`src/source/core_region_pkg.sv`:
```
// ***********************************************************
// shared widths and word types of the memory region
// RAM words are two core words wide; LANE_SEL_BIT must match
// the byte offset of the upper lane (BUS_BE_W / 2 bytes)
// ***********************************************************
`default_nettype none

package core_region_pkg;

  // core side
  localparam int WORD_W = 32;
  localparam int CORE_BE_W = WORD_W / 8;

  // RAM and loader side
  localparam int BUS_DATA_W = 64;
  localparam int BUS_BE_W = BUS_DATA_W / 8;

  // byte address bit that picks the upper 32-bit half of a RAM word
  localparam int LANE_SEL_BIT = 2;

  // top address bits decoded by the LSU demux
  localparam int REGION_TAG_W = 12;
  localparam logic [REGION_TAG_W-1:0] LOCAL_DATA_TAG = 12'h001;

  // interrupts
  localparam int IRQ_N = 32;
  localparam int IRQ_ID_W = $clog2(IRQ_N);

  typedef logic [WORD_W-1:0] word_t;
  typedef logic [CORE_BE_W-1:0] core_be_t;
  typedef logic [BUS_DATA_W-1:0] bus_word_t;
  typedef logic [BUS_BE_W-1:0] bus_be_t;
  typedef logic [IRQ_N-1:0] irq_vec_t;
  typedef logic [IRQ_ID_W-1:0] irq_id_t;

endpackage

`default_nettype wire

```
`src/source/lsu_demux.sv`:
```
// ***********************************************************
// steers LSU requests to the local data RAM or the ext port
// at most one access may be outstanding; the response
// source is only tracked for the last accepted request
// ***********************************************************
`default_nettype none

module lsu_demux (
  input  logic                   clk,
  input  logic                   rst_n,

  // core LSU side
  input  logic                   lsu_req_i,
  input  core_region_pkg::word_t lsu_addr_i,
  output logic                   lsu_gnt_o,
  output logic                   lsu_rvalid_o,
  output core_region_pkg::word_t lsu_rdata_o,

  // local data RAM side
  output logic                   local_req_o,
  input  logic                   local_gnt_i,
  input  logic                   local_rvalid_i,
  input  core_region_pkg::word_t local_rdata_i,

  // external bus side
  output logic                   ext_req_o,
  input  logic                   ext_gnt_i,
  input  logic                   ext_rvalid_i,
  input  core_region_pkg::word_t ext_rdata_i
);

  localparam int TAG_MSB = core_region_pkg::WORD_W - 1;
  localparam int TAG_LSB = core_region_pkg::WORD_W - core_region_pkg::REGION_TAG_W;

  logic is_local;
  logic accepted;
  // high when the last accepted request went out on the ext port
  logic resp_ext_q;

  assign is_local = (lsu_addr_i[TAG_MSB:TAG_LSB] == core_region_pkg::LOCAL_DATA_TAG);

  assign local_req_o = lsu_req_i & is_local;
  assign ext_req_o   = lsu_req_i & ~is_local;

  // grant comes from whichever side got the request
  assign lsu_gnt_o = (local_req_o & local_gnt_i) | (ext_req_o & ext_gnt_i);
  assign accepted  = lsu_req_i & lsu_gnt_o;

  always_ff @(posedge clk or negedge rst_n) begin
    if (!rst_n) begin
      resp_ext_q <= 1'b0;
    end else if (accepted) begin
      resp_ext_q <= ~is_local;
    end
  end

  // only one side can answer at a time
  assign lsu_rvalid_o = local_rvalid_i | ext_rvalid_i;
  assign lsu_rdata_o  = resp_ext_q ? ext_rdata_i : local_rdata_i;

endmodule

`default_nettype wire

```
`config.mk`:
```
export PLATFORM = sky130hd
export DESIGN_NAME = lsu_demux
export DESIGN_NICKNAME = d
export VERILOG_FILES = /design/src/source/core_region_pkg.sv /design/src/source/lsu_demux.sv
export SDC_FILE = /design/constraint.sdc
export NUM_CORES = 1
export LEC_CHECK = 0
export ABC_AREA = 0
export BUFFER_PORTS_ARGS = -buffer_cell sky130_fd_sc_hd__buf_2
export CAP_MARGIN = 40
export CORE_MARGIN = 2
export CORE_UTILIZATION = 18
export DETAILED_ROUTE_END_ITERATION = 10
export PLACE_DENSITY = 0.75
export SYNTH_ARGS = -nofsm -noshare
export SYNTH_HDL_FRONTEND = slang
export SYNTH_SLANG_ARGS = --single-unit
```
`constraint.sdc`:
```
create_clock -name clk -period 1.2 [get_ports clk]
set_input_delay 0.24 -clock clk [delete_from_list [all_inputs] [get_ports clk]]
set_output_delay 0.24 -clock clk [all_outputs]
set_load 0.03 [all_outputs]
```
Word-level counts from Yosys, hierarchy flattened. Cells that the tools add are included.

Flip-flop bits (word level): 1. Input bits: 103. Output and inout port bits: 36. Word-level logic and storage cells: 11.

Equal/unequal tests: 1. Multiplexer cells: 1. Bitwise operators: 8.

Operators with widths (number): $mux 32 (1); $eq 12x1->1 const B (1); $and 1x1->1 (5); $or 1x1->1 (2); $not 1->1 (1).

Depth between registers and ports, before layout. Gate-level depths: netlist of run 1.

Depth in word-level cells: 6. Mapped depth: 4. Gate-level depth less buffers: 3.

Least setup slack after synthesis of run 1. Ideal clock, no wire load.

Path kind: input to output. From: input port lsu_addr_i[22]. To: output port lsu_gnt_o. Arrival: 1.199 ns. Required time: 0.960 ns. Slack: -0.239 ns. Stages: 3. Path buffers: 0. Cells stage by stage: nor4_2 nand3_1 mux2i_1.

Word-level cells in the longest chain between the ends: 5. Elaborated cells on any way between the ends: 7. Those cells by class: eq/ne: 1; bitwise: 6.

RTL lines: start, declared (line lsu_demux.sv:14) `input core_region_pkg::word_t lsu_addr_i,`; $eq 12x1->1 * (line lsu_demux.sv:40) `assign is_local = (lsu_addr_i[TAG_MSB:TAG_LSB] == core_region_pkg::LOCAL_DATA_TAG);`; $not 1->1 (line lsu_demux.sv:43) `assign ext_req_o = lsu_req_i & ~is_local;`; $and 1x1->1 (line lsu_demux.sv:43); $and 1x1->1 (line lsu_demux.sv:46) `assign lsu_gnt_o = (local_req_o & local_gnt_i) | (ext_req_o & ext_gnt_i);`; $or 1x1->1 * (line lsu_demux.sv:46); end, declared (line lsu_demux.sv:15) `output logic lsu_gnt_o,`.

Mark *: on every way between the ends. The rest lies on a longest branch, timed or not.

Worst setup path in the final report of run 1.
From: input port lsu_addr_i[31]. To: output port lsu_gnt_o.

The elaborated chain is that of the path after synthesis.

==> results.ini, run 1 <==
[yosys]
yosysSeqAreaShare=0.04866
synth_cell_types=15
synth.net_count=153
synthCells=50
yosysWarnings=0
syn_area_per_cell_sq_um=10.28
synth_area_sq_um=514.2
ys_ff_latch=1

[finish]
postLayoutCoreUtil=0.5959
postLayoutCellArea_sq_um=1629
layout-drive-gt1-share=0.9591
area.growth.synth_to_final_pct=216.8
reg.largest.list=resp_ext_q x1
top_register=resp_ext_q
largest_reg_flops=1
nFillCells=226
diodes=0
nets=276
finalNonFillerCells=202

[placement]
dp_cells=199
hpwl_microns=2243
gp_congestion=0.6989
dpl_worst_slack_ns=-0.2544
portBuffers=118
placed_area_sq_um=1316

[sta]
fin_ws_ns=-0.1868
max_freq_mhz=721.1
hold_slack_ns=0.01504
slew_headroom=0.8441
finalHoldViolCount=0
period_share=1.156
finalSetupViolCount=36
worst-slew-pin-transition_ns=0.2321
finClkSkew_ns=0
min_period_ns=1.387
rsz0062_at_grt=yes
maxSlewViolCount=0
fin_tns_setup_ns=-5.246

[global_route]
grt_pass1_wl_microns=3877
antenna_found_initial=0
track_usage=0.1441
grt.overflow.total=0
grt_max_degree=18
grt_pass1_vias=871

[route]
postRouteAntennaNets=0
drt_iter0_markers=15
post_drt_wl_per_cell_microns=14.90
drt-total-wl_microns=3009
drcViolationCount=0
vias_per_cell=4.475
drt_pass1_iterations=3
num_vias=904

[floorplan]
die_area_sq_um=3301
io_pins=139
dieHeight_microns=57.45
initial_utilization=0.1881
core_sq_um=2734
rows=19
die_w_microns=57.45

[setup_path]
worstSetupPathType=in2out
cp-startpoint=lsu_addr_i[31]
crit_arrival_ns=1.15
endpoint_kind=output port
path_max_fanout=3
r2r_start=resp_ext_q$_DFFE_PN0P_
r2r_slack_ns=0.10
required_ns=0.96
r2r_cells=4
worst_setup_path_start_kind=input port

[pwr]
p_per_area_nw_per_um2=351.5
p_leak_nw=0.9635
irDropWorstVdd_mv=0.3056
total_power_mw=0.5726

[clock_network]
cts_hold_buffers=0
clkLatencyLatePin_ns=0
clkTransAtPathRegs_ns=0

[job]
max_cap_violations=0

[outcome]
violations=negative setup slack
status=finished with violations

[hold_path]
hold_path_class=in2async

-- critical path: stages --
cell	delay, ns
buf_6	0.10
nor4_4	0.29
nand3_2	0.16
mux2i_4	0.22
buf_6	0.14
-- final cells by class --
cell class	count	area, sq um	share of cell area
sequential	1	26.28	0.01613
inverter	1	3.754	0.002304
timing repair buffer	125	938.4	0.5760
tap	31	38.79	0.02381
multi-input combinational	44	621.8	0.3817
-- routing by layer --
layer  global-route usage  vias up  wire length, microns
met5                    0        -                     0
met3              0.02948        4                   321
met4              0.01993        0                    29
met2               0.2776       60                  1676
li1                     -      434                     -
met1               0.1642      406                   982
-- cell usage after synthesis --
master / number / area (sq um)
dfrtp_1: 1 / 25.02
and2_1: 1 / 6.260
nand3_1: 1 / 5.000
a2bb2oi_1: 1 / 8.760
mux2_2: 32 / 360.4
buf_2: 1 / 5.000
nor4b_2: 1 / 15.01
nor4_2: 2 / 25.02
a21oi_1: 1 / 5.000
or2_2: 1 / 6.260
inv_1: 1 / 3.750
and4_1: 1 / 8.760
buf_4: 3 / 22.52
mux2i_1: 1 / 10.01
nand2_1: 2 / 7.510
-- cells in the final DEF (no fill, tap or decap), types with 2 or more instances in the layout --
master / instances
nor4_4: 2
mux2_4: 32
buf_4: 2
buf_6: 42
nand2_1: 2
buf_2: 78
-- where the power goes --
group,internal [mW],total [mW],switching (mW)
logic,0.298,0.538,0.240
clock network,0,0,0
registers,0.0343,0.0344,0.0000470
total,0.333,0.573,0.240
-- logic make-up after synthesis --
kind of cell	Yosys count	share of synthesized area
and+or+nand+nor	9	0.1436
DFF	1	0.04865
buffers and inverters	5	0.06081
AOI/OAI and AO/OA	2	0.02676
muxes	33	0.7202
-- what timing repair did --
item / in CTS / in global routing
resized for setup: 60 / 24
pin swaps: 4 / 3
endpoints found under the setup margin: 35 / 36
setup buffers: 1 / 1
gates cloned: 0 / 1
-- path summary, 6_finish.rpt --
kind                                               end
worst min register to register  resp_ext_q$_DFFE_PN0P_
max in group asynchronous       resp_ext_q$_DFFE_PN0P_
worst max register to register  resp_ext_q$_DFFE_PN0P_
worst max-delay path                         lsu_gnt_o
worst min-delay path            resp_ext_q$_DFFE_PN0P_
min in group clk                resp_ext_q$_DFFE_PN0P_
Note: power is estimated with default switching activity, not from simulation.
==> run 2: changes to the inputs <==
Settings changed: CORE_ASPECT_RATIO set to 0.5.
==> run 2 against run 1 <==
Compared with the run above: the run still ends with negative setup slack left; cell area rose by 2.5%; sequential power barely moved; die area rose by 0.79%; fmax fell by 1.8%; critical path depth did not move; via count fell by 3.7%; utilization rose by 3.4 points; clock skew did not move; register-to-register slack improved by 0.07 ns; largest cell class unchanged; largest power group unchanged.
==> results.ini, run 2 (synthesis results as in run 1) <==
[pwr]
p_leak_nw=0.9810
total_power_mw=0.5692
p_switching_mw=0.2346
combPwrFrac=0.940
seqPwrFrac=0.060
p_per_area_nw_per_um2=341.0
swShare=0.4123
p_clk_frac=0
p_int_mw=0.3345
irDropWorstVdd_mv=0.1454

[global_route]
grt.overflow.total=0
antenna_found_initial=0
track_usage=0.1493
grt_pass1_vias=925
grt_max_degree=19
grt_pass1_wl_microns=4112

[floorplan]
initial_utilization=0.1940
core_sq_um=2651
io_pins=139
die_area_sq_um=3326
die_w_microns=79.59
rows=13
dieHeight_microns=41.80

[route]
drt_iter0_markers=8
drt_pass1_iterations=4
post_drt_wl_per_cell_microns=13.89
drt-total-wl_microns=2903
postRouteAntennaNets=0
drcViolationCount=0
num_vias=871
vias_per_cell=4.167

[hold_path]
hold_path_class=in2async

[sta]
hold_slack_ns=0.01712
min_period_ns=1.412
rsz0062_at_grt=yes
fin_tns_setup_ns=-5.567
max_freq_mhz=708.0
fin_ws_ns=-0.2125
slew_headroom=0.8258
finalSetupViolCount=36
finClkSkew_ns=0
worst-slew-pin-transition_ns=0.2602
maxSlewViolCount=0
period_share=1.177
finalHoldViolCount=0

[finish]
finalNonFillerCells=209
largest_reg_flops=1
layout-drive-gt1-share=0.9593
reg.largest.list=resp_ext_q x1
top_register=resp_ext_q
area.growth.synth_to_final_pct=224.6
postLayoutCellArea_sq_um=1669
layout_commonest_cell=buf_2
nets=277
most-common-layout-cells=buf_2, buf_6, mux2_4
diodes=0

[setup_path]
slowest_stage=nor4b_4
critPathBufInv=2
crit_arrival_ns=1.17
cpMostUsedCell=buf_6
worst_path_dominant_cell_family=simple AND/OR/NAND/NOR gates
r2r_cells=4
worst_setup_path_start_kind=input port
path_max_fanout=3
r2r-end=resp_ext_q$_DFFE_PN0P_
r2r_start=resp_ext_q$_DFFE_PN0P_
required_ns=0.96
critPathMaxStageDelay_ns=0.31
endpoint_kind=output port
r2r_slack_ns=0.17
crit_chain=buf_6 -> nor4b_4 -> nand3_2 -> mux2i_4 -> buf_6
worstSetupPathType=in2out
cp-startpoint=lsu_addr_i[24]

[clock_network]
clkLatencyLatePin_ns=0
cts_hold_buffers=0
clkTransAtPathRegs_ns=0

[outcome]
violations=negative setup slack
status=finished with violations

[placement]
placed_area_sq_um=1329
dp_cells=204
gp_congestion=0.6976
portBuffers=118

[job]
max_cap_violations=0

-- run 2: cell types whose count changed in the layout (fill, tap and decap cells not counted) --
cell	change
buf_8	-1
clkbuf_16	+1
buf_2	-1
buf_4	+1
buf_12	+1
-- run 2: metrics by stage --
step	setup slack [ns]	util
6_report	-0.2125	0.6295
5_1_grt	-0.2506	0.6295
4_1_cts	-0.1960	0.5993
3_5_place_dp	-0.2687	0.5012
3_3_place_gp	-0.2423	0.5012
2_1_floorplan	-0.01371	-
-- run 2: how the worst max path moves through the flow --
| stage | end | cells past startpoint |
|---|---|---|
| floorplan | lsu_rdata_o[0] | 3 |
| CTS | lsu_gnt_o | 5 |
| global placement | lsu_gnt_o | 5 |
| detailed placement | lsu_gnt_o | 5 |
| global route | lsu_gnt_o | 5 |
| finish | lsu_gnt_o | 5 |
-- run 2: timing repair --
action,CTS,global route
gates resized for setup,75,3
gates cloned,0,3
setup buffers,2,0
pin swaps,3,3
endpoints found under the setup margin,36,36
-- run 2: final cells by class --
type / instances / area, sq um
inverters: 1 / 3.754
multi-input cells: 44 / 621.8
flip-flops and latches: 1 / 26.28
repair buffers: 126 / 970.9
well taps: 37 / 46.29
fillers: 209 / 982.2
-- run 2: power by group through the flow --
stage | combinational (mW) | clock [mW] | sequential, mW
final | 0.535 | 0 | 0.0344
after global routing | 0.559 | 0 | 0.0344
after CTS | 0.526 | 0 | 0.0344
after detailed placement | 0.431 | 0 | 0.0344
after global placement | 0.423 | 0 | 0.0344
after floorplan | 0.236 | 0 | 0.0344
-- run 2: routing by layer --
layer  vias to the layer above  GRT usage  wire (microns)
met4                         0    0.01379              25
met3                         4   0.008696              91
met1                       412     0.1375             952
met2                        19     0.3546            1834
met5                         -          0               0
li1                        436          -               -
==> run 3: changes to the inputs <==
Settings changed: HOLD_SLACK_MARGIN set to 0.12, PLACE_DENSITY 0.75 to not set, PLACE_DENSITY_LB_ADDON set to 0.08.
==> run 3 against run 2 <==
Compared with the run above: the run still ends with negative setup slack left; clock skew unchanged; cell area about the same; register-to-register slack worse by 0.11 ns; sequential cell count unchanged; largest cell class unchanged; critical path depth unchanged; highest routed layer unchanged; total power up 0.17%; sequential share of layout area is essentially flat.
==> results.ini, run 3 (synthesis results as in run 1) <==
[finish]
nets=277
reg.largest.list=resp_ext_q x1
nFillCells=246
multiInputGateArea_sq_um=621.8
top_register=resp_ext_q
largest_reg_flops=1
most-common-layout-cells=buf_2, buf_6, mux2_4
seqCellArea_sq_um=26.28
layout_commonest_cell=buf_2
diodes=0
area.growth.synth_to_final_pct=224.3
layout-drive-gt1-share=0.9535

[sta]
fin_ws_ns=-0.1814
fin_tns_setup_ns=-4.947
period_share=1.151
min_period_ns=1.381
rsz0062_at_grt=yes
finClkSkew_ns=0
maxSlewViolCount=0
worst-slew-pin-transition_ns=0.2272
hold_slack_ns=0.5496
slew_headroom=0.8474
finalHoldViolCount=0
max_freq_mhz=723.9
finalSetupViolCount=36

[placement]
hpwl_microns=2017
gp_congestion=0.6979
dpl_worst_slack_ns=-0.2603
portBuffers=118

[route]
drcViolationCount=0
drt_iter0_markers=6
num_vias=872
vias_per_cell=4.172
postRouteAntennaNets=0
post_drt_wl_per_cell_microns=12.94
drt_pass1_iterations=3
drt-total-wl_microns=2704

[clock_network]
clkTransAtPathRegs_ns=0
clkLatencyLatePin_ns=0

[floorplan]
io_pins=139
die_w_microns=79.59
die_area_sq_um=3326
dieHeight_microns=41.80
initial_utilization=0.1940
core_sq_um=2651
rows=13

[setup_path]
worstSetupPathType=in2out
worst_setup_path_start_kind=input port
worst_path_dominant_cell_family=simple AND/OR/NAND/NOR gates
r2r_start=resp_ext_q$_DFFE_PN0P_
cp-startpoint=lsu_addr_i[29]
slowest_stage=nor4_4
required_ns=0.96
crit_arrival_ns=1.14
critPathMaxStageDelay_ns=0.28
path_max_fanout=3
cpMostUsedCell=buf_6
crit_chain=buf_6 -> nor4_4 -> nand3_2 -> mux2i_4 -> buf_6
endpoint_kind=output port
critPathBufInv=2

[pwr]
p_leak_nw=0.9798
p_per_area_nw_per_um2=341.8
total_power_mw=0.5701
irDropWorstVdd_mv=0.1786

[global_route]
grt_pass1_wl_microns=3829
grt_pass1_vias=885
track_usage=0.1379
grt.overflow.total=0
grt_max_degree=20
antenna_found_initial=0

[outcome]
violations=negative setup slack
status=finished with violations

[hold_path]
hold_path_class=in2async

[job]
max_cap_violations=0

[run 3: timing repair]
action | in CTS | in global routing
hold endpoints to repair | 1 | 0
pin swaps | 6 | 4
hold buffers | 1 | 0
gates resized for setup | 75 | 2
gates cloned | 0 | 3
buffers inserted | 0 | 2
setup endpoints to repair | 35 | 35
[run 3: area by class of cell]
class,count,area share
inverter,1,0.002251
multi-input combinational,44,0.3728
sequential,1,0.01575
tap,37,0.02776
timing repair buffer,126,0.5814
[run 3: where the power goes]
part	internal (mW)	switching, mW	total (mW)
combinational	0.301	0.235	0.536
clock	0	0	0
sequential	0.0343	0.0000467	0.0344
total	0.336	0.235	0.570
[run 3: metal layers]
layer / part of all wire / track usage
met5: 0 / 0
met4: 0.013 / 0.03103
met3: 0.080 / 0.008696
met2: 0.58 / 0.3109
met1: 0.33 / 0.1326
[run 3: final timing paths]
path,cells after the start,slack (ns),to
min,2,0.55,resp_ext_q$_DFFE_PN0P_
min reg2reg,4,0.93,resp_ext_q$_DFFE_PN0P_
min in group clk,3,0.56,resp_ext_q$_DFFE_PN0P_
max in group asynchronous,2,0.56,resp_ext_q$_DFFE_PN0P_
max,5,-0.18,lsu_gnt_o
max reg2reg,5,0.06,resp_ext_q$_DFFE_PN0P_
[run 3: through the flow]
step	cells	utilization	cell area [sq um]
global route	209	0.6291	1668
finish	209	0.6291	1668
CTS	204	0.5956	1579
global placement	203	0.4983	1321
floorplan	50	-	699.4
detailed placement	203	0.4983	1321
[run 3: worst reg2reg max path: stages (launching register included)]
cell and delay, ns:
dfrtp_2 0.47, buf_6 0.16, buf_4 0.11, inv_1 0.04, a21oi_1 0.11, a2bb2oi_1 0.16
