[src/source/core_region_pkg.sv]
// ***********************************************************
// shared widths and word types of the memory region
// RAM words are two core words wide; LANE_SEL_BIT must match
// the byte offset of the upper lane (BUS_BE_W / 2 bytes)
// ***********************************************************
`default_nettype none

package core_region_pkg;

  // core side
  localparam int WORD_W = 32;
  localparam int CORE_BE_W = WORD_W / 8;

  // RAM and loader side
  localparam int BUS_DATA_W = 64;
  localparam int BUS_BE_W = BUS_DATA_W / 8;

  // byte address bit that picks the upper 32-bit half of a RAM word
  localparam int LANE_SEL_BIT = 2;

  // top address bits decoded by the LSU demux
  localparam int REGION_TAG_W = 12;
  localparam logic [REGION_TAG_W-1:0] LOCAL_DATA_TAG = 12'h001;

  // interrupts
  localparam int IRQ_N = 32;
  localparam int IRQ_ID_W = $clog2(IRQ_N);

  typedef logic [WORD_W-1:0] word_t;
  typedef logic [CORE_BE_W-1:0] core_be_t;
  typedef logic [BUS_DATA_W-1:0] bus_word_t;
  typedef logic [BUS_BE_W-1:0] bus_be_t;
  typedef logic [IRQ_N-1:0] irq_vec_t;
  typedef logic [IRQ_ID_W-1:0] irq_id_t;

endpackage

`default_nettype wire

[src/source/ram_arbiter.sv]
// ***********************************************************
// loader port always wins; core waits with gnt low
// loader addresses are forced to RAM word alignment
// core accesses are 32 bits, lane picked by LANE_SEL_BIT
// core rvalid is raised for reads and writes alike
// ***********************************************************
`default_nettype none

module ram_arbiter #(
  parameter int ADDR_W = 12
) (
  input  logic                       clk,
  input  logic                       rst_n,

  // loader, single-cycle strobe, no back-pressure
  input  logic                       ld_req_i,
  input  logic                       ld_we_i,
  input  logic [ADDR_W-1:0]          ld_addr_i,
  input  core_region_pkg::bus_be_t   ld_be_i,
  input  core_region_pkg::bus_word_t ld_wdata_i,
  output core_region_pkg::bus_word_t ld_rdata_o,

  // core, req/gnt/rvalid
  input  logic                       core_req_i,
  input  logic                       core_we_i,
  input  logic [ADDR_W-1:0]          core_addr_i,
  input  core_region_pkg::core_be_t  core_be_i,
  input  core_region_pkg::word_t     core_wdata_i,
  output logic                       core_gnt_o,
  output logic                       core_rvalid_o,
  output core_region_pkg::word_t     core_rdata_o,

  // RAM
  output logic                       ram_en_o,
  output logic                       ram_we_o,
  output logic [ADDR_W-1:0]          ram_addr_o,
  output core_region_pkg::bus_be_t   ram_be_o,
  output core_region_pkg::bus_word_t ram_wdata_o,
  input  core_region_pkg::bus_word_t ram_rdata_i
);

  localparam int OFFS_W = $clog2(core_region_pkg::BUS_BE_W);
  localparam int WORD_W = core_region_pkg::WORD_W;

  logic                     core_lane;
  core_region_pkg::bus_be_t core_be_wide;
  logic                     core_acc;
  // core access accepted last cycle, and its lane
  logic                     core_acc_q;
  logic                     core_lane_q;

  assign core_lane = core_addr_i[core_region_pkg::LANE_SEL_BIT];

  // byte enables only in the addressed half
  assign core_be_wide = core_lane ? {core_be_i, {core_region_pkg::CORE_BE_W{1'b0}}}
                                  : {{core_region_pkg::CORE_BE_W{1'b0}}, core_be_i};

  assign core_gnt_o = core_req_i & ~ld_req_i;
  assign core_acc   = core_gnt_o;

  always_comb begin
    ram_en_o = ld_req_i | core_req_i;
    if (ld_req_i) begin
      ram_we_o    = ld_we_i;
      ram_addr_o  = {ld_addr_i[ADDR_W-1:OFFS_W], {OFFS_W{1'b0}}};
      ram_be_o    = ld_be_i;
      ram_wdata_o = ld_wdata_i;
    end else begin
      ram_we_o    = core_we_i;
      ram_addr_o  = core_addr_i;
      ram_be_o    = core_be_wide;
      // same data in both lanes, be picks the one written
      ram_wdata_o = {core_wdata_i, core_wdata_i};
    end
  end

  always_ff @(posedge clk or negedge rst_n) begin
    if (!rst_n) begin
      core_acc_q  <= 1'b0;
      core_lane_q <= 1'b0;
    end else begin
      core_acc_q <= core_acc;
      if (core_acc) begin
        core_lane_q <= core_lane;
      end
    end
  end

  assign core_rvalid_o = core_acc_q;
  assign core_rdata_o  = core_lane_q ? ram_rdata_i[2*WORD_W-1:WORD_W]
                                     : ram_rdata_i[WORD_W-1:0];

  // loader read data lands one cycle after its strobe
  assign ld_rdata_o = ram_rdata_i;

endmodule

`default_nettype wire

[config.mk]
export PLATFORM = sky130hd
export DESIGN_NAME = ram_arbiter
export DESIGN_NICKNAME = d
export VERILOG_FILES = /design/src/source/core_region_pkg.sv /design/src/source/ram_arbiter.sv
export SDC_FILE = /design/constraint.sdc
export NUM_CORES = 1
export LEC_CHECK = 0
export BUFFER_PORTS_ARGS = -buffer_cell sky130_fd_sc_hd__buf_2
export CAP_MARGIN = 0
export CORE_AREA = 4 4 147 149
export CTS_CLUSTER_DIAMETER = 30
export DETAILED_ROUTE_END_ITERATION = 7
export DIE_AREA = 0 0 151 153
export GPL_TIMING_DRIVEN = 0
export SLEW_MARGIN = 5
export SYNTH_ARGS = -nofsm -noshare
export SYNTH_HDL_FRONTEND = slang
export SYNTH_SLANG_ARGS = --single-unit
[constraint.sdc]
create_clock -name clk -period 2.6 [get_ports clk]
set_clock_uncertainty 0.2 [all_clocks]
set_input_delay 0.13 -clock clk [delete_from_list [all_inputs] [get_ports clk]]
set_output_delay 0.13 -clock clk [all_outputs]
set_load 0.005 [all_outputs]
# After elaboration in Yosys (flattened, before gate mapping)

Cells that the tools add are included.

Register bits: 2
Bits of input ports: 202

Mux-type cells: 6
Bitwise logic cells: 3

Operators by type and width:

| operator           | number |
|---|---|
| two-way mux 64 bit | 1 |
| two-way mux 32 bit | 1 |
| two-way mux 8 bit  | 2 |
| two-way mux 12 bit | 1 |
| bitwise AND 1 bit  | 1 |
| two-way mux 1 bit  | 1 |
| NOT 1 bit          | 1 |
| OR 1 bit           | 1 |

# Longest topological paths before layout

Gate-level depths: netlist of run 1.

Word-level depth: 2
Depth in mapped cells: 4

# Least setup slack after synthesis of run 1

No wires, ideal clock.

Path type: flip-flop to output port
Start point: register core_lane_q
End point: output port core_rdata_o[22]
Arrival time: 0.998 ns
Required time: 2.270 ns
Slack: 1.272 ns
Cell stages (with the launch flop): 4
Path buffers: 2
Cell sequence: dfrtp_1 -> buf_2 -> buf_2 -> mux2_2

Longest elaborated chain between the ends: 1

Ends and longest elaborated chain:

| element                  | line              | source |
|---|---|---|
| start: declaration       | ram_arbiter.sv:50 | `logic core_lane_q;` |
| start signal: assignment | ram_arbiter.sv:84 | `core_lane_q <= core_lane;` |
| two-way mux 32 bit       | ram_arbiter.sv:90 | `assign core_rdata_o = core_lane_q ? ram_rdata_i[2*WORD_W-1:WORD_W]` |
| end: declaration         | ram_arbiter.sv:31 | `output core_region_pkg::word_t core_rdata_o,` |

No other way between the ends.

# Worst setup path after layout of run 1

Start point: register core_lane_q
End point: output port core_rdata_o[26]

Same word-level chain as after synthesis.

==> results.cfg, run 1 <==
[run_status]
outcome = finished clean

[clocking]
cts_tree = done
clk_pin_slew_ps = 30
clk_root_buffer_cell = clkbuf_16
post_cts_buffers = 0
insertion_delay_ps = 220
clock_path_buffers = 2
clock-sinks = 2
cts-buffers-inserted = 3
htree_levels = 1

[setup_path]
cp.arrival_ps = 1500
path_cells = buf_2 > buf_2 > mux2_2 > buf_2
path_delay_family = buffers and inverters
path_class = register to output port
cp_max_fo = 10
cp_common_cell = buf_2
cp-end-kind = output port
crit_path_max_incr_delay_ps = 370
critPathLaunchType = register
worst-path-buf-inv = 3
critical_path.slowest_cell = mux2_2
worstPathRequired_ps = 2270

[sta]
fmax_mhz = 545
tightest_slew_ps = 434
finalCritPeriodShare_pct = 70.5
timing.final.setup_violations = 0
finalSetupTns_ps = 0
slew_violations = 0
grt_setup_unrepaired = false
fin_crit_ps = 1830
max_slew_margin_pct = 71.1
finalHoldViolations = 0

[finish]
drive_gt1_share_pct = 73.1
fillers = 2306
regArea_um2 = 50.0
nets = 898
final_cell_mix = buf_2, nand2_1, buf_4, mux2_2, nand2b_1
multi_input_area_um2 = 1290
final_common_cell = buf_2
antenna_cells = 0
final_util_pct = 21.2
areaGrowthSynthToFinish_pct = 121

[grt]
grt-ovfl-total = 0
grt_start_max_net_pins = 11
gr-usage-all-layers_pct = 11.2
antenna_found_initial = 3
grt_pass1_vias = 3481
grt_pass1_wl_um = 20000

[route]
postRouteAntennaNets = 0
drt_iter0_markers = 64
wl_um = 14500
vias_per_cell = 3.52
dr.pass1.iters = 4
drc = 0
vias = 3398
routedWlPerCell_um = 15.0

[yosys]
syn_nets = 510
synthTopCellsByArea = buf_4, nand2_1, mux2_2
netlist_instances = 308
syn_area_per_cell_um2 = 6.29
ys_seq_area_share_pct = 2.58
netlist_area_um2 = 1940
ys_seq_elements = 2
ys_warn_count = 0
synth_top_area_cell = buf_4
synth_top_area_share_pct = 28.3
synth_cell_types = 13

[placed_design]
place_hpwl_um = 13600
place.port_buffers = 382
globalplace.congestion = 0.778

[run]
drv_cap = 0

[die]
die_h_um = 153
pin_count = 386
fp.dieW_um = 151
dieArea_um2 = 23100
initial_core_util_pct = 9.60
row_count = 52
core_um2 = 20200

[power_and_ir_drop]
power.leakage_nw = 2.69
vdd_drop_max_uv = 142
power_density_nw_per_um2 = 248

[min_path]
hold_path.class = primary input to register
## kinds of logic (layout without fill, tap and decap cells)
family | Yosys count | after routing | share of synthesized area (%)
buf+inv | 81 | 467 | 30.8
mux | 43 | 43 | 25.0
flops | 2 | 2 | 2.58
compound gates | 8 | 8 | 2.84
simple gates | 174 | 174 | 38.8
## registers in the layout, summed over array words and instances, names as in the netlist
register,cells
core_lane_q,1
core_rvalid_o,1
## layout make-up
class	count	area share (%)
multi-input cells	225	30.2
well taps	270	7.91
flip-flops and latches	2	1.17
clock buffers	3	1.76
repair buffers	383	45.0
plain buffers	81	14.0
## layer usage
metal  track usage (%)  vias up  part of all wire, %  wire, um
met5                 0        -                 0.14        20
met4             0.691        2                 0.19        27
met3              2.25        7                   10      1490
met2              21.3      245                   50      7240
met1              13.3     1463                   39      5690
li1                  -     1681                    -         -
## synthesized netlist by cell type (all sizes together)
library cell	instances
mux2	43
o21ai	4
nor2b	4
nand2b	34
buf	78
a22o	4
nand2	134
or2	1
clkbuf	3
nor2	1
dfrtp	2
## worst paths after layout
kind	startpoint	slack, ps	to	cells after the start
setup reg to reg	core_lane_q	1260	core_lane_q	3
min in group asynchronous	rst_n	80	core_rvalid_o	2
max in group asynchronous	rst_n	2020	core_lane_q	2
hold / removal	core_req_i	40	core_rvalid_o	2
setup / recovery	core_lane_q	770	core_rdata_o[26]	4
hold reg to reg	core_lane_q	820	core_lane_q	3
## through the flow
step / total power [mW] / setup slack [ps] / std cells / hold WS, ps / area (um2)
2_1_floorplan: 0.387 / 1270 / 308 / -366 / 1940
6_report: 1.06 / 766 / 964 / 40.1 / 4270
3_5_place_dp: 0.832 / 906 / 960 / -276 / 4190
3_3_place_gp: 0.828 / 868 / 960 / -281 / 4190
4_1_cts: 1.08 / 763 / 964 / 46.2 / 4270
5_1_grt: 1.15 / 714 / 964 / 44.2 / 4270
## report_power, final
part | switching, mW | internal, mW | total, mW
Sequential | 0.000820 | 0.0344 | 0.0353
Clock | 0.0396 | 0.196 | 0.236
Combinational | 0.341 | 0.447 | 0.788
## worst reg2reg max path: cells and delay by family, from the launching register on
kind / cells / cell delay [ps]
flip-flops: 1 / 350
buffers and inverters: 2 / 380
multiplexers: 1 / 290
## timing repair
item,CTS,global route
hold buffers,1,0
gates resized for setup,0,0
setup endpoints to repair,0,0
endpoints found under the hold margin,2,0
Note: power is estimated with default switching activity, not from simulation.
==> inputs of run 2 (changes only) <==
CORE_AREA = 4 4 148 150   (was 4 4 147 149)
DIE_AREA = 0 0 152 154   (was 0 0 151 153)
clock period = 1.6 ns   (was 2.6 ns; I/O delays follow)
==> results.cfg, run 2 (synthesis results as in run 1) <==
[setup_path]
cp-end-kind = output port
cp_max_fo = 8
worstPathRequired_ps = 1320
r2r_cells = 4
timing.rr.end = core_lane_q
path_cells = buf_8 > clkbuf_16 > mux2_4 > buf_6
r2r_start = core_lane_q
crit_path_max_incr_delay_ps = 370
worst-r2r-setup-slack_ps = 200
critPathLaunchType = register
cp.arrival_ps = 1330
path_class = register to output port
critical_path.slowest_cell = dfrtp_1

[finish]
final_common_cell = buf_2
antenna_cells = 0
final_cell_mix = buf_2, nand2_1, buf_4, nand2b_1, mux2_4
nets = 905
finalNonFillerCells = 976
areaGrowthSynthToFinish_pct = 143
finalInstanceArea_um2 = 4700
drive_gt1_share_pct = 73.0

[clocking]
cts-buffers-inserted = 3
clk_pin_slew_ps = 30
htree_levels = 1
insertion_delay_ps = 220
clk_root_buffer_cell = clkbuf_16
clock_path_buffers = 2
clock-sinks = 2
cts_tree = done

[route]
vias = 3430
routedWlPerCell_um = 14.2
drc = 0
drt_iter0_markers = 94
dr.pass1.iters = 4
postRouteAntennaNets = 0
wl_um = 13900
vias_per_cell = 3.51

[sta]
fmax_mhz = 620
finalCritPeriodShare_pct = 101
fin_crit_ps = 1610
timing.final.setup_violations = 14
finalHoldViolations = 0
max_slew_margin_pct = 74.7
grt_setup_unrepaired = true
tightest_slew_ps = 379
slew_violations = 0
setup_ws_ps = -14.0
finalSetupTns_ps = -102

[placed_design]
place.port_buffers = 382
detailed_place.area_um2 = 4190
place_hpwl_um = 12500
globalplace.congestion = 0.849
placed_cells = 965
place_ws_ps = 15.2

[min_path]
whs_endpoint = core_lane_q
hold_path_depth = 2
hold_path.class = primary input to register
min-delay-start = core_addr_i[2]

[grt]
antenna_found_initial = 0
grt-ovfl-total = 0
grt_start_max_net_pins = 11
gr-usage-all-layers_pct = 10.2
grt_pass1_wl_um = 19200
grt_pass1_vias = 3435

[die]
core_um2 = 20700
row_count = 53
fp.dieW_um = 152
pin_count = 386
die_h_um = 154
initial_core_util_pct = 9.36
dieArea_um2 = 23400

[power_and_ir_drop]
power_frac_seq_pct = 2.9
pwr-share-comb_pct = 78.5
p_switching_uw = 671
power_density_nw_per_um2 = 428
clockPowerShare_pct = 18.5
power.leakage_nw = 2.93
power_mw = 2.01
vdd_drop_max_uv = 271
p_int_mw = 1.34
switching_share_pct = 33.4

[run_status]
failed_checks = negative setup slack
outcome = finished with violations

[run]
drv_cap = 0
-- run 2: cell types whose count changed in the layout (fill, tap and decap cells not counted), sizes merged --
cell and delta:
clkbuf +3, buf +2, dlygate4sd3 +2
-- run 2: worst max-delay path, delay by kind of cell, from the launching register on --
family                 cells  cell delay (ps)
muxes                      1              300
DFF                        1              370
buffers and inverters      3              440
-- run 2: cell type report --
cell class / instances / area, um2
well taps: 275 / 344
multi-input cells: 225 / 1400
flip-flops and latches: 2 / 50.0
plain buffers: 81 / 637
clock buffers: 3 / 75.1
fillers: 2311 / 16000
repair buffers: 390 / 2190
-- run 2: what timing repair did --
action,in CTS,in global routing
gates cloned,0,3
buffers inserted,0,2
endpoints found under the hold margin,3,0
endpoints found under the setup margin,29,29
gates resized for setup,12,55
hold buffers,3,0
-- run 2: worst max path at each step --
stage,startpoint,to,slack (ps),cells after the start
6_report,core_lane_q,core_rdata_o[8],-10,4
5_1_grt,core_lane_q,core_rdata_o[25],-40,4
4_1_cts,core_lane_q,core_rdata_o[2],-10,4
3_5_place_dp,core_lane_q,core_rdata_o[26],20,4
3_3_place_gp,core_lane_q,core_rdata_o[26],20,4
2_1_floorplan,core_lane_q,core_rdata_o[22],320,3
-- run 2: power groups by stage --
stage               Combinational, mW  Sequential, mW  Clock (mW)
global placement                 1.28          0.0577           0
floorplan                       0.572          0.0575           0
CTS                              1.34          0.0580       0.376
detailed placement               1.28          0.0575           0
global route                     1.71          0.0594       0.389
finish                           1.58          0.0590       0.372
-- run 2: metrics by stage --
stage	util (%)	hold WS (ps)
2_1_floorplan	-	-416
3_3_place_gp	20.3	-333
3_5_place_dp	20.3	-326
4_1_cts	21.0	12.7
5_1_grt	22.7	30.3
6_report	22.7	8.44
-- run 2: metal layers --
| layer | track usage, % | wire length (um) | part of all wire, % |
|---|---|---|---|
| met2 | 18.7 | 7020 | 51 |
| met3 | 2.17 | 1080 | 7.8 |
| met1 | 12.4 | 5520 | 40 |
| met5 | 0 | 0 | 0 |
| met4 | 1.97 | 261 | 1.9 |
==> inputs of run 3 (changes only) <==
SKIP_LAST_GASP = 1   (was unset)
==> results.cfg, run 3 (synthesis results as in run 1) <==
[clocking]
clock_path_buffers = 2
insertion_delay_ps = 220
cts-buffers-inserted = 3
clk_root_buffer_cell = clkbuf_16
clock-sinks = 2
htree_levels = 1
cts_tree = done
clk_pin_slew_ps = 30

[min_path]
min-delay-start = core_addr_i[2]
hold_path_depth = 2
whs_endpoint = core_lane_q
hold_path.class = primary input to register

[placed_design]
placed_cells = 965
globalplace.congestion = 0.849
place_ws_ps = 15.2
place_hpwl_um = 12500
place.port_buffers = 382

[sta]
fin_crit_ps = 1620
slew_violations = 0
max_slew_margin_pct = 74.7
timing.final.setup_violations = 13
setup_ws_ps = -19.4
grt_setup_unrepaired = true
timing.hold.ws_ps = 14.3
fmax_mhz = 618
finalHoldViolations = 0
finalCritPeriodShare_pct = 101
tightest_slew_ps = 379

[die]
fp.dieW_um = 152
initial_core_util_pct = 9.36
core_um2 = 20700
die_h_um = 154
row_count = 53
dieArea_um2 = 23400
pin_count = 386

[setup_path]
worstPathRequired_ps = 1320
cp.arrival_ps = 1340
worst-path-buf-inv = 3
path_class = register to output port
critPathLaunchType = register
cp_max_fo = 8
cp-end-kind = output port
crit_path_max_incr_delay_ps = 370
path_cells = buf_8 > clkbuf_16 > mux2_4 > buf_6
r2r_cells = 4
critical_path.slowest_cell = dfrtp_1
worst-r2r-setup-slack_ps = 200
path_delay_family = buffers and inverters
r2r_start = core_lane_q
timing.rr.end = core_lane_q

[finish]
fillers = 2309
final_cell_mix = buf_2, nand2_1, buf_4, nand2b_1, mux2_4
nets = 905
areaGrowthSynthToFinish_pct = 142
final_common_cell = buf_2
regArea_um2 = 50.0
drive_gt1_share_pct = 73.0
multi_input_area_um2 = 1400
antenna_cells = 0
finalNonFillerCells = 976

[grt]
grt-ovfl-total = 0
grt_start_max_net_pins = 11
gr-usage-all-layers_pct = 10.2
globalRouteMet3Util_pct = 2.20
grt_pass1_wl_um = 19200
antenna_found_initial = 0
use_met1_pct = 12.4
grtUsageMet2_pct = 18.7
grt_pass1_vias = 3433
grt_busiest_layer = met2

[route]
drc = 0
drt_iter0_markers = 107
dr.pass1.iters = 4
postRouteAntennaNets = 0
wl_um = 14000
routedWlPerCell_um = 14.3
vias_per_cell = 3.53
vias = 3444

[run_status]
failed_checks = negative setup slack
outcome = finished with violations

[power_and_ir_drop]
power_density_nw_per_um2 = 428
vdd_drop_max_uv = 265
power.leakage_nw = 2.93

[run]
drv_cap = 0
-- run 3: changes by cell type in the layout (fill, tap and decap cells not counted) --
cell,change
buf_4,+1
buf_6,-1
-- run 3: worst max path at each step --
stage / slack [ps] / from / cells past startpoint / end
6_report: -20 / core_lane_q / 4 / core_rdata_o[28]
5_1_grt: -50 / core_lane_q / 4 / core_rdata_o[28]
4_1_cts: -10 / core_lane_q / 4 / core_rdata_o[2]
3_5_place_dp: 20 / core_lane_q / 4 / core_rdata_o[26]
3_3_place_gp: 20 / core_lane_q / 4 / core_rdata_o[26]
2_1_floorplan: 320 / core_lane_q / 3 / core_rdata_o[22]
-- run 3: metrics by stage --
stage               utilization, %  total power [mW]  instance area (um2)  setup TNS, ps
CTS                           20.9              1.76                 4330          -18.9
finish                        22.7              2.01                 4700           -110
global route                  22.7              2.16                 4700           -850
global placement              20.3              1.33                 4190              0
floorplan                        -             0.629                 1940              0
detailed placement            20.3              1.34                 4190              0
-- run 3: report_power, final --
part	switching, mW	total, mW	internal [mW]
Clock	0.0541	0.372	0.318
Combinational	0.615	1.58	0.963
Sequential	0.00289	0.0590	0.0561
-- run 3: metal layers --
layer  vias up  wire, um  part of all wire [%]
met3        15      1090                   7.8
met2       228      7070                    51
li1       1693         -                     -
met4         0       329                   2.4
met1      1508      5490                    39
met5         -         0                     0
-- run 3: area by class of cell --
type	count	area share, %
buffer	81	13.6
timing repair buffer	390	46.7
tap	275	7.33
clock buffer	3	1.60
multi-input combinational	225	29.8
sequential	2	1.07
-- run 3: repair_timing --
item                       4_1_cts  5_1_grt
setup endpoints to repair       29       29
pin swaps                        0        0
hold endpoints to repair         3        0
hold buffers                     3        0
buffers inserted                 0        2
gates resized for setup         10       56
gates cloned                     0        3
