[src/source/core_region_pkg.sv]
// ***********************************************************
// shared widths and word types of the memory region
// RAM words are two core words wide; LANE_SEL_BIT must match
// the byte offset of the upper lane (BUS_BE_W / 2 bytes)
// ***********************************************************
`default_nettype none

package core_region_pkg;

  // core side
  localparam int WORD_W = 32;
  localparam int CORE_BE_W = WORD_W / 8;

  // RAM and loader side
  localparam int BUS_DATA_W = 64;
  localparam int BUS_BE_W = BUS_DATA_W / 8;

  // byte address bit that picks the upper 32-bit half of a RAM word
  localparam int LANE_SEL_BIT = 2;

  // top address bits decoded by the LSU demux
  localparam int REGION_TAG_W = 12;
  localparam logic [REGION_TAG_W-1:0] LOCAL_DATA_TAG = 12'h001;

  // interrupts
  localparam int IRQ_N = 32;
  localparam int IRQ_ID_W = $clog2(IRQ_N);

  typedef logic [WORD_W-1:0] word_t;
  typedef logic [CORE_BE_W-1:0] core_be_t;
  typedef logic [BUS_DATA_W-1:0] bus_word_t;
  typedef logic [BUS_BE_W-1:0] bus_be_t;
  typedef logic [IRQ_N-1:0] irq_vec_t;
  typedef logic [IRQ_ID_W-1:0] irq_id_t;

endpackage

`default_nettype wire

[src/source/irq_id_encoder.sv]
// ***********************************************************
// purely combinational; highest set line wins
// id reads 0 both for line 0 and for no request at all,
// so pending_o must qualify id_o
// ***********************************************************
`default_nettype none

module irq_id_encoder (
  input  core_region_pkg::irq_vec_t irq_i,
  output logic                      pending_o,
  output core_region_pkg::irq_id_t  id_o
);

  assign pending_o = |irq_i;

  // later lines overwrite earlier ones
  always_comb begin
    id_o = '0;
    for (int i = 0; i < core_region_pkg::IRQ_N; i++) begin
      if (irq_i[i]) begin
        id_o = core_region_pkg::irq_id_t'(i);
      end
    end
  end

endmodule

`default_nettype wire

[config.mk]
export PLATFORM = sky130hd
export DESIGN_NAME = irq_id_encoder
export DESIGN_NICKNAME = d
export VERILOG_FILES = /design/src/source/core_region_pkg.sv /design/src/source/irq_id_encoder.sv
export SDC_FILE = /design/constraint.sdc
export NUM_CORES = 1
export LEC_CHECK = 0
export ABC_AREA = 1
export BUFFER_PORTS_ARGS = -buffer_cell sky130_fd_sc_hd__buf_4
export CORE_AREA = 2 2 39 41
export DETAILED_ROUTE_END_ITERATION = 8
export DIE_AREA = 0 0 41 43
export GPL_ROUTABILITY_DRIVEN = 1
export GPL_TIMING_DRIVEN = 0
export PLACE_DENSITY = 0.67
export SYNTH_ARGS = -nofsm -noshare
export SYNTH_HDL_FRONTEND = slang
export SYNTH_SLANG_ARGS = --single-unit
[constraint.sdc]
create_clock -name vclk -period 6.2
set_clock_uncertainty 0.15 [all_clocks]
set_input_delay 1.24 -clock vclk [all_inputs]
set_output_delay 1.24 -clock vclk [all_outputs]
set_load 0.02 [all_outputs]
After elaboration in Yosys (flattened, before gate mapping)
Cells that the tools add are included.

cells by class
  reduce and logical (&&, ||, !) cells = 1
  multiplexer cells = 31

operator list
  cell                 number
  2-to-1 mux 5 bit     30
  OR reduction 32 bit  1
  2-to-1 mux 1 bit     1

word-level totals
  output and inout port bits = 6
  register bits = 0
  bits of input ports = 32

Longest topological paths before layout
Gate-level depths: netlist of run 1.

  depth after elaboration = 31
  depth in mapped cells = 31
  depth with buffers taken out = 31

Least setup slack after synthesis of run 1
Ideal clock, no wire load.

  kind = input-to-output
  start point = input port irq_i[2]
  end point = output port id_o[0]
  arrival = 2.624 ns
  slack = 2.186 ns
  stages on the path = 31
  path buffers = 0
  cell sequence = inv_1 -> nand2_1 -> nand2_1 -> nand2_1 -> nand2_1 -> nand2_1 -> nand2_1 -> nand2_1 -> nand2_1 -> nand2_1 -> nand2_1 -> nand2_1 -> nand2_1 -> nand2_1 -> nand2_1 -> nand2_1 -> nand2_1 -> nand2_1 -> nand2_1 -> nand2_1 -> nand2_1 -> nand2_1 -> nand2_1 -> nand2_1 -> nand2_1 -> nand2_1 -> nand2_1 -> nand2_1 -> nand2_1 -> nand2_1 -> nand2_1

between the ends
  word-level cells in the longest chain between the ends = 30

RTL lines
  element                          RTL line              RTL
  start: declaration               irq_id_encoder.sv:9   input core_region_pkg::irq_vec_t irq_i,
  2-to-1 mux 5 bit (30 in series)  irq_id_encoder.sv:20  if (irq_i[i]) begin
  end: declaration                 irq_id_encoder.sv:11  output core_region_pkg::irq_id_t id_o

Every way passes these cells.

Final worst setup path of run 1
Same ends and word-level chain as after synthesis.

==> impl_results.rst, run 1 <==
.. list-table::
   :header-rows: 1

   * - Metric
     - Value
   * - # hold bufs at CTS
     - 0
   * - Footprint of the flip-flops and latches
     - 0 µm²
   * - Number of max-slew violations in the final report
     - 0
   * - Crit end category
     - output pin
   * - Delay of the slowest cell on the worst path
     - between 0.1 and 0.15 ns
   * - Number of iterations in the first detailed-routing pass
     - 2
   * - Proportion of layout cells with a drive suffix above 1
     - about 30%
   * - Global-route wire length before repair
     - approximately 1.9 mm
   * - Share of synthesized area occupied by flip-flops and latches
     - 0%
   * - Net Count, Synth
     - 138
   * - Final critical-path required period
     - between 4 and 5 ns
   * - Routing usage on met1
     - 15.5%
   * - Wire per inst
     - 6.77 µm
   * - Final std cell area, no fill
     - roughly 730 µm²
   * - Die X-Extent
     - roughly 41 µm
   * - Crit path max-delay cell type
     - buf_4
   * - Total number of yosys warnings
     - 0
   * - Maximum fanout along the worst path
     - 3
   * - Placement Rows
     - 14
   * - Yosys top cell area share
     - 42.9%
   * - Cell depth of the worst hold path
     - 4
   * - Vertical extent of the die
     - about 43 µm
   * - Slew @ Worst Pin
     - about 0.24 ns
   * - Outcome
     - finished, final reports clean
   * - Port bufs
     - 38
   * - CP Data Arrival Time
     - a little under 3 ns
   * - Critical path type
     - input port to output pin
   * - Endpoints failing hold
     - 0
   * - Via/cell ratio
     - roughly 4.0
   * - Proportion of total power due to net switching
     - ~43%
   * - Highest attainable clock frequency
     - 231 MHz
   * - Residual antenna-violating net count after detailed routing
     - 0
   * - Setup repair after global routing missed its margin
     - no
   * - DRT Wirelength
     - 1.08 mm
   * - Routability Congestion
     - between 0.7 and 0.8
   * - Top Usage Layer GRT
     - met2
   * - Start point of the worst min-delay path
     - irq_i[31]
   * - Antenna diode count
     - 0
   * - Number of global-route vias before repair
     - around 570
   * - Area growth from synthesis to layout
     - 71.1%
   * - Max-cap violations
     - 0
   * - Cell types with the largest area share after synthesis
     - nand2_1 43%, inv_1 22%, nor2_1 17%, bufinv_8 4.1%, nand3_1 3.5%
   * - Post-CTS repair timing setup buffer count
     - 0
   * - Clock share of power
     - 0%
   * - Starting utilization of the core area
     - a little under a third
   * - Total die area
     - 1760 µm²
   * - Remaining global-route overflow
     - 0
   * - Cell count after synthesis
     - about 110
   * - Area of combinational cells with multiple inputs
     - 303 µm²
   * - Data required time of the worst path
     - 4.81 ns
   * - Leakage power
     - between 0.0004 and 0.0005 µW
   * - Pin count of the biggest net entering global routing
     - 4
   * - Power density relative to cell area
     - 52.4 nW/µm²
   * - Net switching power of the design
     - approximately 17 µW
   * - GR met2 Demand/Resource
     - 26.9%
   * - Post-detailed-route DRC marker count
     - 0
   * - Placed cell area
     - ~730 µm²
   * - Core region area
     - roughly 1400 µm²
   * - Cell occurring most often along the worst timing path
     - nand2_1
   * - 1st-iter DRT viols
     - 10
   * - Power share of the combinational group
     - between 90% and 100%
   * - Hold worst-path end
     - id_o[0]
   * - Total Neg Setup Slack
     - 0 ns
   * - Worst Hold Class
     - input port to output pin
   * - IR Drop Worst-Case VDD
     - 0.0000246 V
   * - Final worst path period share
     - between 60% and 70%
   * - Average cell area after synthesis
     - about 4.0 µm²
   * - Number of sequential cells
     - 0
   * - Via total after detailed routing
     - about 650
   * - Clk_buf instances
     - 0
   * - Cell type contributing the most total cell area after synthesis
     - nand2_1
   * - Initial antenna violation count
     - 0
   * - GR Util All Layers
     - 13.8%
   * - Worst setup SP type
     - input port
   * - Count of cells resized by post-cts repair
     - 0
   * - Final number of setup-violating endpoints
     - 0
   * - Met3 demand-to-capacity share in global routing
     - less than 1%
   * - Internal portion of total power
     - about 22 µW
   * - Count of cell types in the netlist
     - 11
   * - Worst slew margin
     - between 80% and 90%
   * - Post-synthesis instance area
     - around 430 µm²
   * - Placed wire-length estimate after detailed placement
     - 1.04 mm
   * - I/O pin total
     - 38
   * - Final nets
     - between 150 and 200
   * - # fillers
     - 166
   * - Flop pwr share
     - 0%
[Yosys cell counts]
library cell  number
o31ai_1            1
nand3_1            3
inv_1             25
inv_2              4
bufinv_8           1
nor2_1            19
nand2_1           49
a31oi_1            1
o21bai_1           1
nor4_1             1
o21ai_0            1
[critical path, delay by kind of cell]
| family | cells | cell delay (ns) |
|---|---|---|
| and+or+nand+nor | 30 | 1.41 |
| buffers and inverters | 3 | 0.29 |
[layout by cell type, fill, tap and decap left out]
cell	n
nand2_1	49
nor2_1	19
bufinv_8	1
nor4_1	1
o31ai_1	1
nand3_1	3
o21ai_0	1
inv_1	25
o21bai_1	1
a31oi_1	1
buf_4	38
inv_2	4
[layer usage]
| layer | vias to the layer above | share of wire (%) |
|---|---|---|
| li1 | 378 | - |
| met1 | 250 | 43 |
| met2 | 17 | 49 |
| met3 | 0 | 7.7 |
| met4 | 0 | 0 |
| met5 | - | 0 |
[how the worst max path moves through the flow]
| stage | startpoint | end | slack (ns) | depth (start not counted) |
|---|---|---|---|---|
| CTS | irq_i[2] | id_o[0] | 1.83 | 33 |
| global route | irq_i[2] | id_o[0] | 1.54 | 33 |
| floorplan | irq_i[2] | id_o[0] | 2.19 | 31 |
| detailed placement | irq_i[2] | id_o[0] | 1.84 | 33 |
| finish | irq_i[2] | id_o[0] | 1.88 | 33 |
| global placement | irq_i[2] | id_o[0] | 1.88 | 33 |
[metrics by stage]
| step | hold WS [ns] | cells | total power [µW] | setup slack (ns) | util (%) |
|---|---|---|---|---|---|
| floorplan | 2.49 | 106 | 17.6 | 2.19 | - |
| global placement | 2.63 | 160 | 38.2 | 1.88 | 53.1 |
| detailed placement | 2.63 | 160 | 39.0 | 1.84 | 53.1 |
| CTS | 2.63 | 160 | 39.1 | 1.83 | 53.1 |
| global route | 2.65 | 160 | 44.0 | 1.54 | 53.1 |
| finish | 2.63 | 160 | 38.5 | 1.88 | 53.1 |
[cells by family (layout without fill, tap and decap cells)]
logic type | Yosys count | in the layout | share of synthesized area (%)
compound gates | 4 | 4 | 6.12
buf+inv | 30 | 68 | 29.4
simple gates | 72 | 72 | 64.4
[power groups by stage]
| stage | clock (µW) | sequential [µW] | combinational, µW |
|---|---|---|---|
| 5_1_grt | 0 | 0 | 44.0 |
| 2_1_floorplan | 0 | 0 | 17.6 |
| 3_3_place_gp | 0 | 0 | 38.2 |
| 3_5_place_dp | 0 | 0 | 39.0 |
| 4_1_cts | 0 | 0 | 39.1 |
| 6_report | 0 | 0 | 38.5 |
[area by class of cell]
| class | instances | area share [%] |
|---|---|---|
| multi-input combinational | 76 | 41.2 |
| timing repair buffer | 38 | 38.8 |
| inverter | 30 | 17.2 |
| tap | 16 | 2.73 |
(Power assumes the default switching activity.)
==> run 2: changes to the inputs <==
--- a/config.mk
+++ b/config.mk
@@ -5,14 +5,14 @@
 export SDC_FILE = /design/constraint.sdc
 export NUM_CORES = 1
 export LEC_CHECK = 0
-export ABC_AREA = 1
+export ABC_AREA = 0
 export BUFFER_PORTS_ARGS = -buffer_cell sky130_fd_sc_hd__buf_4
 export CORE_AREA = 2 2 39 41
 export DETAILED_ROUTE_END_ITERATION = 8
 export DIE_AREA = 0 0 41 43
 export GPL_ROUTABILITY_DRIVEN = 1
 export GPL_TIMING_DRIVEN = 0
-export PLACE_DENSITY = 0.67
+export PLACE_DENSITY = 0.65
 export SYNTH_ARGS = -nofsm -noshare
 export SYNTH_HDL_FRONTEND = slang
 export SYNTH_SLANG_ARGS = --single-unit
==> constraint.sdc (replaced) <==
create_clock -name vclk -period 3.6
set_clock_uncertainty 0.15 [all_clocks]
set_input_delay 0.72 -clock vclk [all_inputs]
set_output_delay 0.72 -clock vclk [all_outputs]
set_load 0.02 [all_outputs]
==> impl_results.rst, run 2 <==
.. list-table::
   :header-rows: 1

   * - Metric
     - Value
   * - Crit path max-delay cell type
     - or4_1
   * - GR Util All Layers
     - between 15 and 20%
   * - Slew @ Worst Pin
     - roughly 0.4 ns
   * - Timing startpoint of the critical path
     - irq_i[24]
   * - Yosys top cell area share
     - approximately 14%
   * - Pin count of the biggest net entering global routing
     - 6
   * - Final critical-path required period
     - between 2 and 3 ns
   * - Highest attainable clock frequency
     - about 330 MHz
   * - Power density relative to cell area
     - approximately 94 nW/µm²
   * - Starting utilization of the core area
     - 26.5%
   * - Combinational family with the most area after synthesis
     - simple AND/OR/NAND/NOR gates
   * - Post-synthesis simple-gate area fraction
     - 57.3%
   * - Routability Congestion
     - ~0.76
   * - Initial antenna violation count
     - 0
   * - Final nets
     - roughly 130
   * - Count of cells resized by post-cts repair
     - 0
   * - Footprint of the flip-flops and latches
     - 0 µm²
   * - Via total after detailed routing
     - 602
   * - Most used cells in the layout excluding fill and tap cells
     - 38 x buf_4, 14 x nor2_1, 6 x inv_1, 6 x a21oi_1, 5 x nor3_1
   * - Maximum fanout along the worst path
     - 4
   * - Placed wire-length estimate after detailed placement
     - about 1.1 mm
   * - Port bufs
     - 38
   * - Power Total
     - between 60 and 70 µW
   * - 1st-iter DRT viols
     - 22
   * - Area growth from synthesis to layout
     - 83.3%
   * - # hold bufs at CTS
     - 0
   * - Crit end category
     - output pin
   * - Cell with the most instances after synthesis
     - nor2_1
   * - Residual antenna-violating net count after detailed routing
     - 0
   * - Final worst path period share
     - about 83%
   * - Number of sequential cells
     - 0
   * - Cell types with the largest area share after synthesis
     - nor2_1 14%, a21oi_1 8.2%, nor3_1 6.8%, nor4_2 6.8%, inv_1 6.1%
   * - Start point of the worst min-delay path
     - irq_i[23]
   * - Post-CTS repair timing setup buffer count
     - 0
   * - Share of synthesized area occupied by flip-flops and latches
     - 0%
   * - Total Neg Setup Slack
     - 0 ns
   * - Clk_buf instances
     - 0
   * - Global-route wire length before repair
     - a little over 2 mm
   * - Fraction of synthesized area in multiplexers
     - 0%
   * - Synth Area in Adders
     - 0%
   * - Via/cell ratio
     - ~5.2
   * - Critical path type
     - input port to output pin
   * - Total die area
     - 1760 µm²
   * - Post-synthesis compound-gate area fraction
     - roughly 37%
   * - Endpoints failing hold
     - 0
   * - Post-detailed-route DRC marker count
     - 0
   * - Cell count after synthesis
     - 62
   * - Max-cap violations
     - 0
   * - Commonest cells post-synth
     - 14 x nor2_1, 6 x a21oi_1, 6 x inv_1
   * - Count of cell types in the netlist
     - 25
   * - Outcome
     - finished, final reports clean
   * - Worst setup SP type
     - input port
   * - Number of global-route vias before repair
     - roughly 560
   * - Leakage power
     - a little under 0.0003 µW
   * - Post-synthesis instance area
     - 367 µm²
   * - Delay of the slowest cell on the worst path
     - 0.47 ns
   * - Placement Rows
     - 14
   * - Final number of setup-violating endpoints
     - 0
   * - Data required time of the worst path
     - around 2.7 ns
   * - Die X-Extent
     - approximately 41 µm
   * - Cell occurring most often along the worst timing path
     - buf_4
   * - Number of max-slew violations in the final report
     - 0
   * - Xor/xnor cell area share of the yosys netlist
     - 0%
   * - CP Data Arrival Time
     - around 2.1 ns
   * - # fillers
     - 150
   * - Remaining global-route overflow
     - 0
   * - Leading cell type in the layout, fill and taps excluded
     - buf_4
   * - Setup repair after global routing missed its margin
     - no
   * - Cell type contributing the most total cell area after synthesis
     - nor2_1
   * - Antenna diode count
     - 0
   * - Number of iterations in the first detailed-routing pass
     - 6
   * - Worst Hold Class
     - input port to output pin
   * - Total number of yosys warnings
     - 0
   * - Vertical extent of the die
     - around 43 µm
   * - Core region area
     - ~1400 µm²
   * - Worst slew margin
     - slightly above 70%
   * - IR Drop Worst-Case VDD
     - 0.0000424 V
   * - Wire per inst
     - ~10 µm
   * - Net Count, Synth
     - 94
   * - Critical Path, Cell by Cell
     - buf_4 > nor4_2 > and3_1 > nand3_2 > or4_1 > buf_4
   * - Average cell area after synthesis
     - about 6 µm²
   * - Proportion of layout cells with a drive suffix above 1
     - 42.0%
   * - DRT Wirelength
     - approximately 1.2 mm
   * - I/O pin total
     - 38
-- run 2: path summary, 6_finish.rpt --
kind | to | cells after the start
setup / recovery | pending_o | 6
hold / removal | id_o[4] | 4
-- run 2: metal layers --
layer  share of wire [%]  global-route usage, %
met3                 5.3                      0
met5                   0                      0
met4                   0                      0
met1                  42                   21.2
met2                  52                   27.2
-- run 2: area by class of cell --
| class | instances | area (µm²) | share of cell area, % |
|---|---|---|---|
| inverter | 6 | 22.5 | 3.35 |
| multi-input combinational | 56 | 344 | 51.2 |
| tap | 16 | 20.0 | 2.98 |
| timing repair buffer | 38 | 285 | 42.5 |
-- run 2: worst max-delay path: cells and delay by family --
| family | cells | cell delay, ns |
|---|---|---|
| buffers and inverters | 2 | 0.29 |
| AND/OR/NAND/NOR | 4 | 1.10 |
-- run 2: logic make-up (layout without fill, tap and decap cells) --
| family | Yosys count | after routing |
|---|---|---|
| AND/OR/NAND/NOR | 36 | 36 |
| buffers and inverters | 6 | 44 |
| AO/OA/AOI/OAI | 20 | 20 |
-- run 2: metrics by stage --
| stage | hold WS, ns | area, µm² | utilization, % | instances | worst slack, ns |
|---|---|---|---|---|---|
| 2_1_floorplan | 1.43 | 367 | - | 62 | 0.746 |
| 3_3_place_gp | 1.63 | 672 | 48.6 | 116 | 0.619 |
| 3_5_place_dp | 1.63 | 672 | 48.6 | 116 | 0.611 |
| 4_1_cts | 1.63 | 672 | 48.6 | 116 | 0.609 |
| 5_1_grt | 1.65 | 672 | 48.6 | 116 | 0.532 |
| 6_report | 1.63 | 672 | 48.6 | 116 | 0.606 |
-- run 2: report_power, final --
part / total [µW] / switching [µW] / internal (µW)
Clock: 0 / 0 / 0
Combinational: 62.9 / 28.4 / 34.5
Sequential: 0 / 0 / 0
==> run 3: changes to the inputs <==
--- a/config.mk
+++ b/config.mk
@@ -5,14 +5,14 @@
 export SDC_FILE = /design/constraint.sdc
 export NUM_CORES = 1
 export LEC_CHECK = 0
-export ABC_AREA = 0
+export ABC_AREA = 1
 export BUFFER_PORTS_ARGS = -buffer_cell sky130_fd_sc_hd__buf_4
 export CORE_AREA = 2 2 39 41
 export DETAILED_ROUTE_END_ITERATION = 8
 export DIE_AREA = 0 0 41 43
 export GPL_ROUTABILITY_DRIVEN = 1
 export GPL_TIMING_DRIVEN = 0
-export PLACE_DENSITY = 0.65
+export PLACE_DENSITY = 0.67
 export SYNTH_ARGS = -nofsm -noshare
 export SYNTH_HDL_FRONTEND = slang
 export SYNTH_SLANG_ARGS = --single-unit
==> constraint.sdc (replaced) <==
create_clock -name vclk -period 2.9
set_clock_uncertainty 0.15 [all_clocks]
set_input_delay 0.58 -clock vclk [all_inputs]
set_output_delay 0.58 -clock vclk [all_outputs]
set_load 0.02 [all_outputs]
==> impl_results.rst, run 3 (synthesis gave the netlist of run 1 again) <==
.. list-table::
   :header-rows: 1

   * - Metric
     - Value
   * - Timing startpoint of the critical path
     - irq_i[2]
   * - Post-detailed-route DRC marker count
     - 0
   * - Wire per inst
     - about 6.8 µm
   * - Total Neg Setup Slack
     - -0.0674 ns
   * - Pre-CTS worst setup slack
     - -0.141 ns
   * - Remaining global-route overflow
     - 0
   * - Antenna diode count
     - 0
   * - Number of global-route vias before repair
     - a little under 600
   * - Violations in the final reports
     - negative setup slack
   * - Endpoints failing hold
     - 0
   * - Via/cell ratio
     - 4.06
   * - Maximum fanout along the worst path
     - 3
   * - Pin count of the biggest net entering global routing
     - 4
   * - Leakage power
     - 0.000493 µW
   * - Leading cell type in the layout, fill and taps excluded
     - nand2_1
   * - Area of combinational cells with multiple inputs
     - a little over 300 µm²
   * - Worst setup SP type
     - input port
   * - Cell occurring most often along the worst timing path
     - nand2_1
   * - # placed instances
     - 160
   * - Hold_ws
     - approximately 1.3 ns
   * - # hold bufs at CTS
     - 0
   * - Highest attainable clock frequency
     - 337 MHz
   * - Count of placed standard cells in the final layout, fillers left out
     - 160
   * - Routability Congestion
     - 0.790
   * - DRT Wirelength
     - between 1 and 1.5 mm
   * - Final nets
     - 178
   * - Number of iterations in the first detailed-routing pass
     - 2
   * - Final critical-path required period
     - 2.97 ns
   * - Setup repair after global routing missed its margin
     - yes
   * - GR Util All Layers
     - roughly 14%
   * - Number of sequential cells
     - 0
   * - Final number of setup-violating endpoints
     - 1
   * - Outcome
     - complete, but fails checks
   * - Slew @ Worst Pin
     - ~0.24 ns
   * - Vertical extent of the die
     - around 43 µm
   * - Final worst path period share
     - 102%
   * - Residual antenna-violating net count after detailed routing
     - 0
   * - Worst slew margin
     - between 80% and 90%
   * - Most used cells in the layout excluding fill and tap cells
     - 49 x nand2_1, 35 x buf_4, 24 x inv_1, 19 x nor2_1, 5 x inv_2
   * - Core region area
     - roughly 1400 µm²
   * - Power density relative to cell area
     - around 110 nW/µm²
   * - Via total after detailed routing
     - ~650
   * - Total die area
     - about 1800 µm²
   * - Start point of the worst min-delay path
     - irq_i[31]
   * - CP Data Arrival Time
     - 2.24 ns
   * - Initial antenna violation count
     - 0
   * - Clk_buf instances
     - 0
   * - Worst Hold Class
     - input port to output pin
   * - Crit path max-delay cell type
     - buf_6
   * - Port bufs
     - 38
   * - # fillers
     - between 150 and 200
   * - Die X-Extent
     - slightly above 40 µm
   * - Footprint of the flip-flops and latches
     - 0 µm²
   * - Crit end category
     - output pin
   * - Delay of the slowest cell on the worst path
     - 0.12 ns
   * - 1st-iter DRT viols
     - 10
   * - I/O pin total
     - 38
   * - Data required time of the worst path
     - 2.17 ns
   * - Placement Rows
     - 14
   * - Max-cap violations
     - 0
   * - Final worst slack
     - -0.0674 ns
   * - Top cell family by delay on the critical path
     - simple AND/OR/NAND/NOR gates
   * - Number of max-slew violations in the final report
     - 0
   * - Count of buffer and inverter cells on the critical path
     - 3
   * - Global-route wire length before repair
     - approximately 1.9 mm
   * - Placed wire-length estimate after detailed placement
     - 1.04 mm
   * - Critical path type
     - input port to output pin
   * - Starting utilization of the core area
     - a little under a third
   * - Area growth from synthesis to layout
     - 73.8%
   * - IR Drop Worst-Case VDD
     - 0.0000567 V
   * - Proportion of layout cells with a drive suffix above 1
     - between 30 and 40%
[run 3: path summary, 6_finish.rpt]
path / endpoint / depth (start not counted)
worst max-delay path: id_o[0] / 33
worst min-delay path: id_o[0] / 4
[run 3: timing repair]
action	4_1_cts	5_1_grt
gates cloned	0	0
setup buffers	0	0
resized for setup	4	0
setup endpoints to repair	1	1
[run 3: metal layers]
| metal | GRT usage (%) | routed length [µm] | up-vias |
|---|---|---|---|
| li1 | - | - | 378 |
| met1 | 16.5 | 479 | 254 |
| met2 | 26.3 | 535 | 17 |
| met3 | 0 | 76 | 0 |
| met4 | 2.67 | 0 | 0 |
| met5 | 0 | 0 | - |
[run 3: report_power, final]
part / total [µW] / switching [µW] / internal (µW)
clock: 0 / 0 / 0
sequential: 0 / 0 / 0
combinational: 84.2 / 36.0 / 48.2
total: 84.2 / 36.0 / 48.2
[run 3: cell type report]
class                           instances  share of cell area (%)
Tap cell                               16                    2.68
Inverter                               30                    16.9
Timing Repair Buffer                   38                    39.8
Multi-Input combinational cell         76                    40.6
[run 3: tightest hold or removal path, cell delays in order]
cell and delay [ns]:
buf_4 0.08, inv_1 0.03, nand2_1 0.07, buf_6 0.11
[run 3: through the flow]
stage / instance area [µm²] / utilization [%] / total power, µW
after detailed placement: 734 / 53.1 / 83.3
final: 746 / 53.9 / 84.2
after global routing: 746 / 53.9 / 96.0
after global placement: 734 / 53.1 / 81.6
after CTS: 746 / 53.9 / 85.4
after floorplan: 429 / - / 37.6
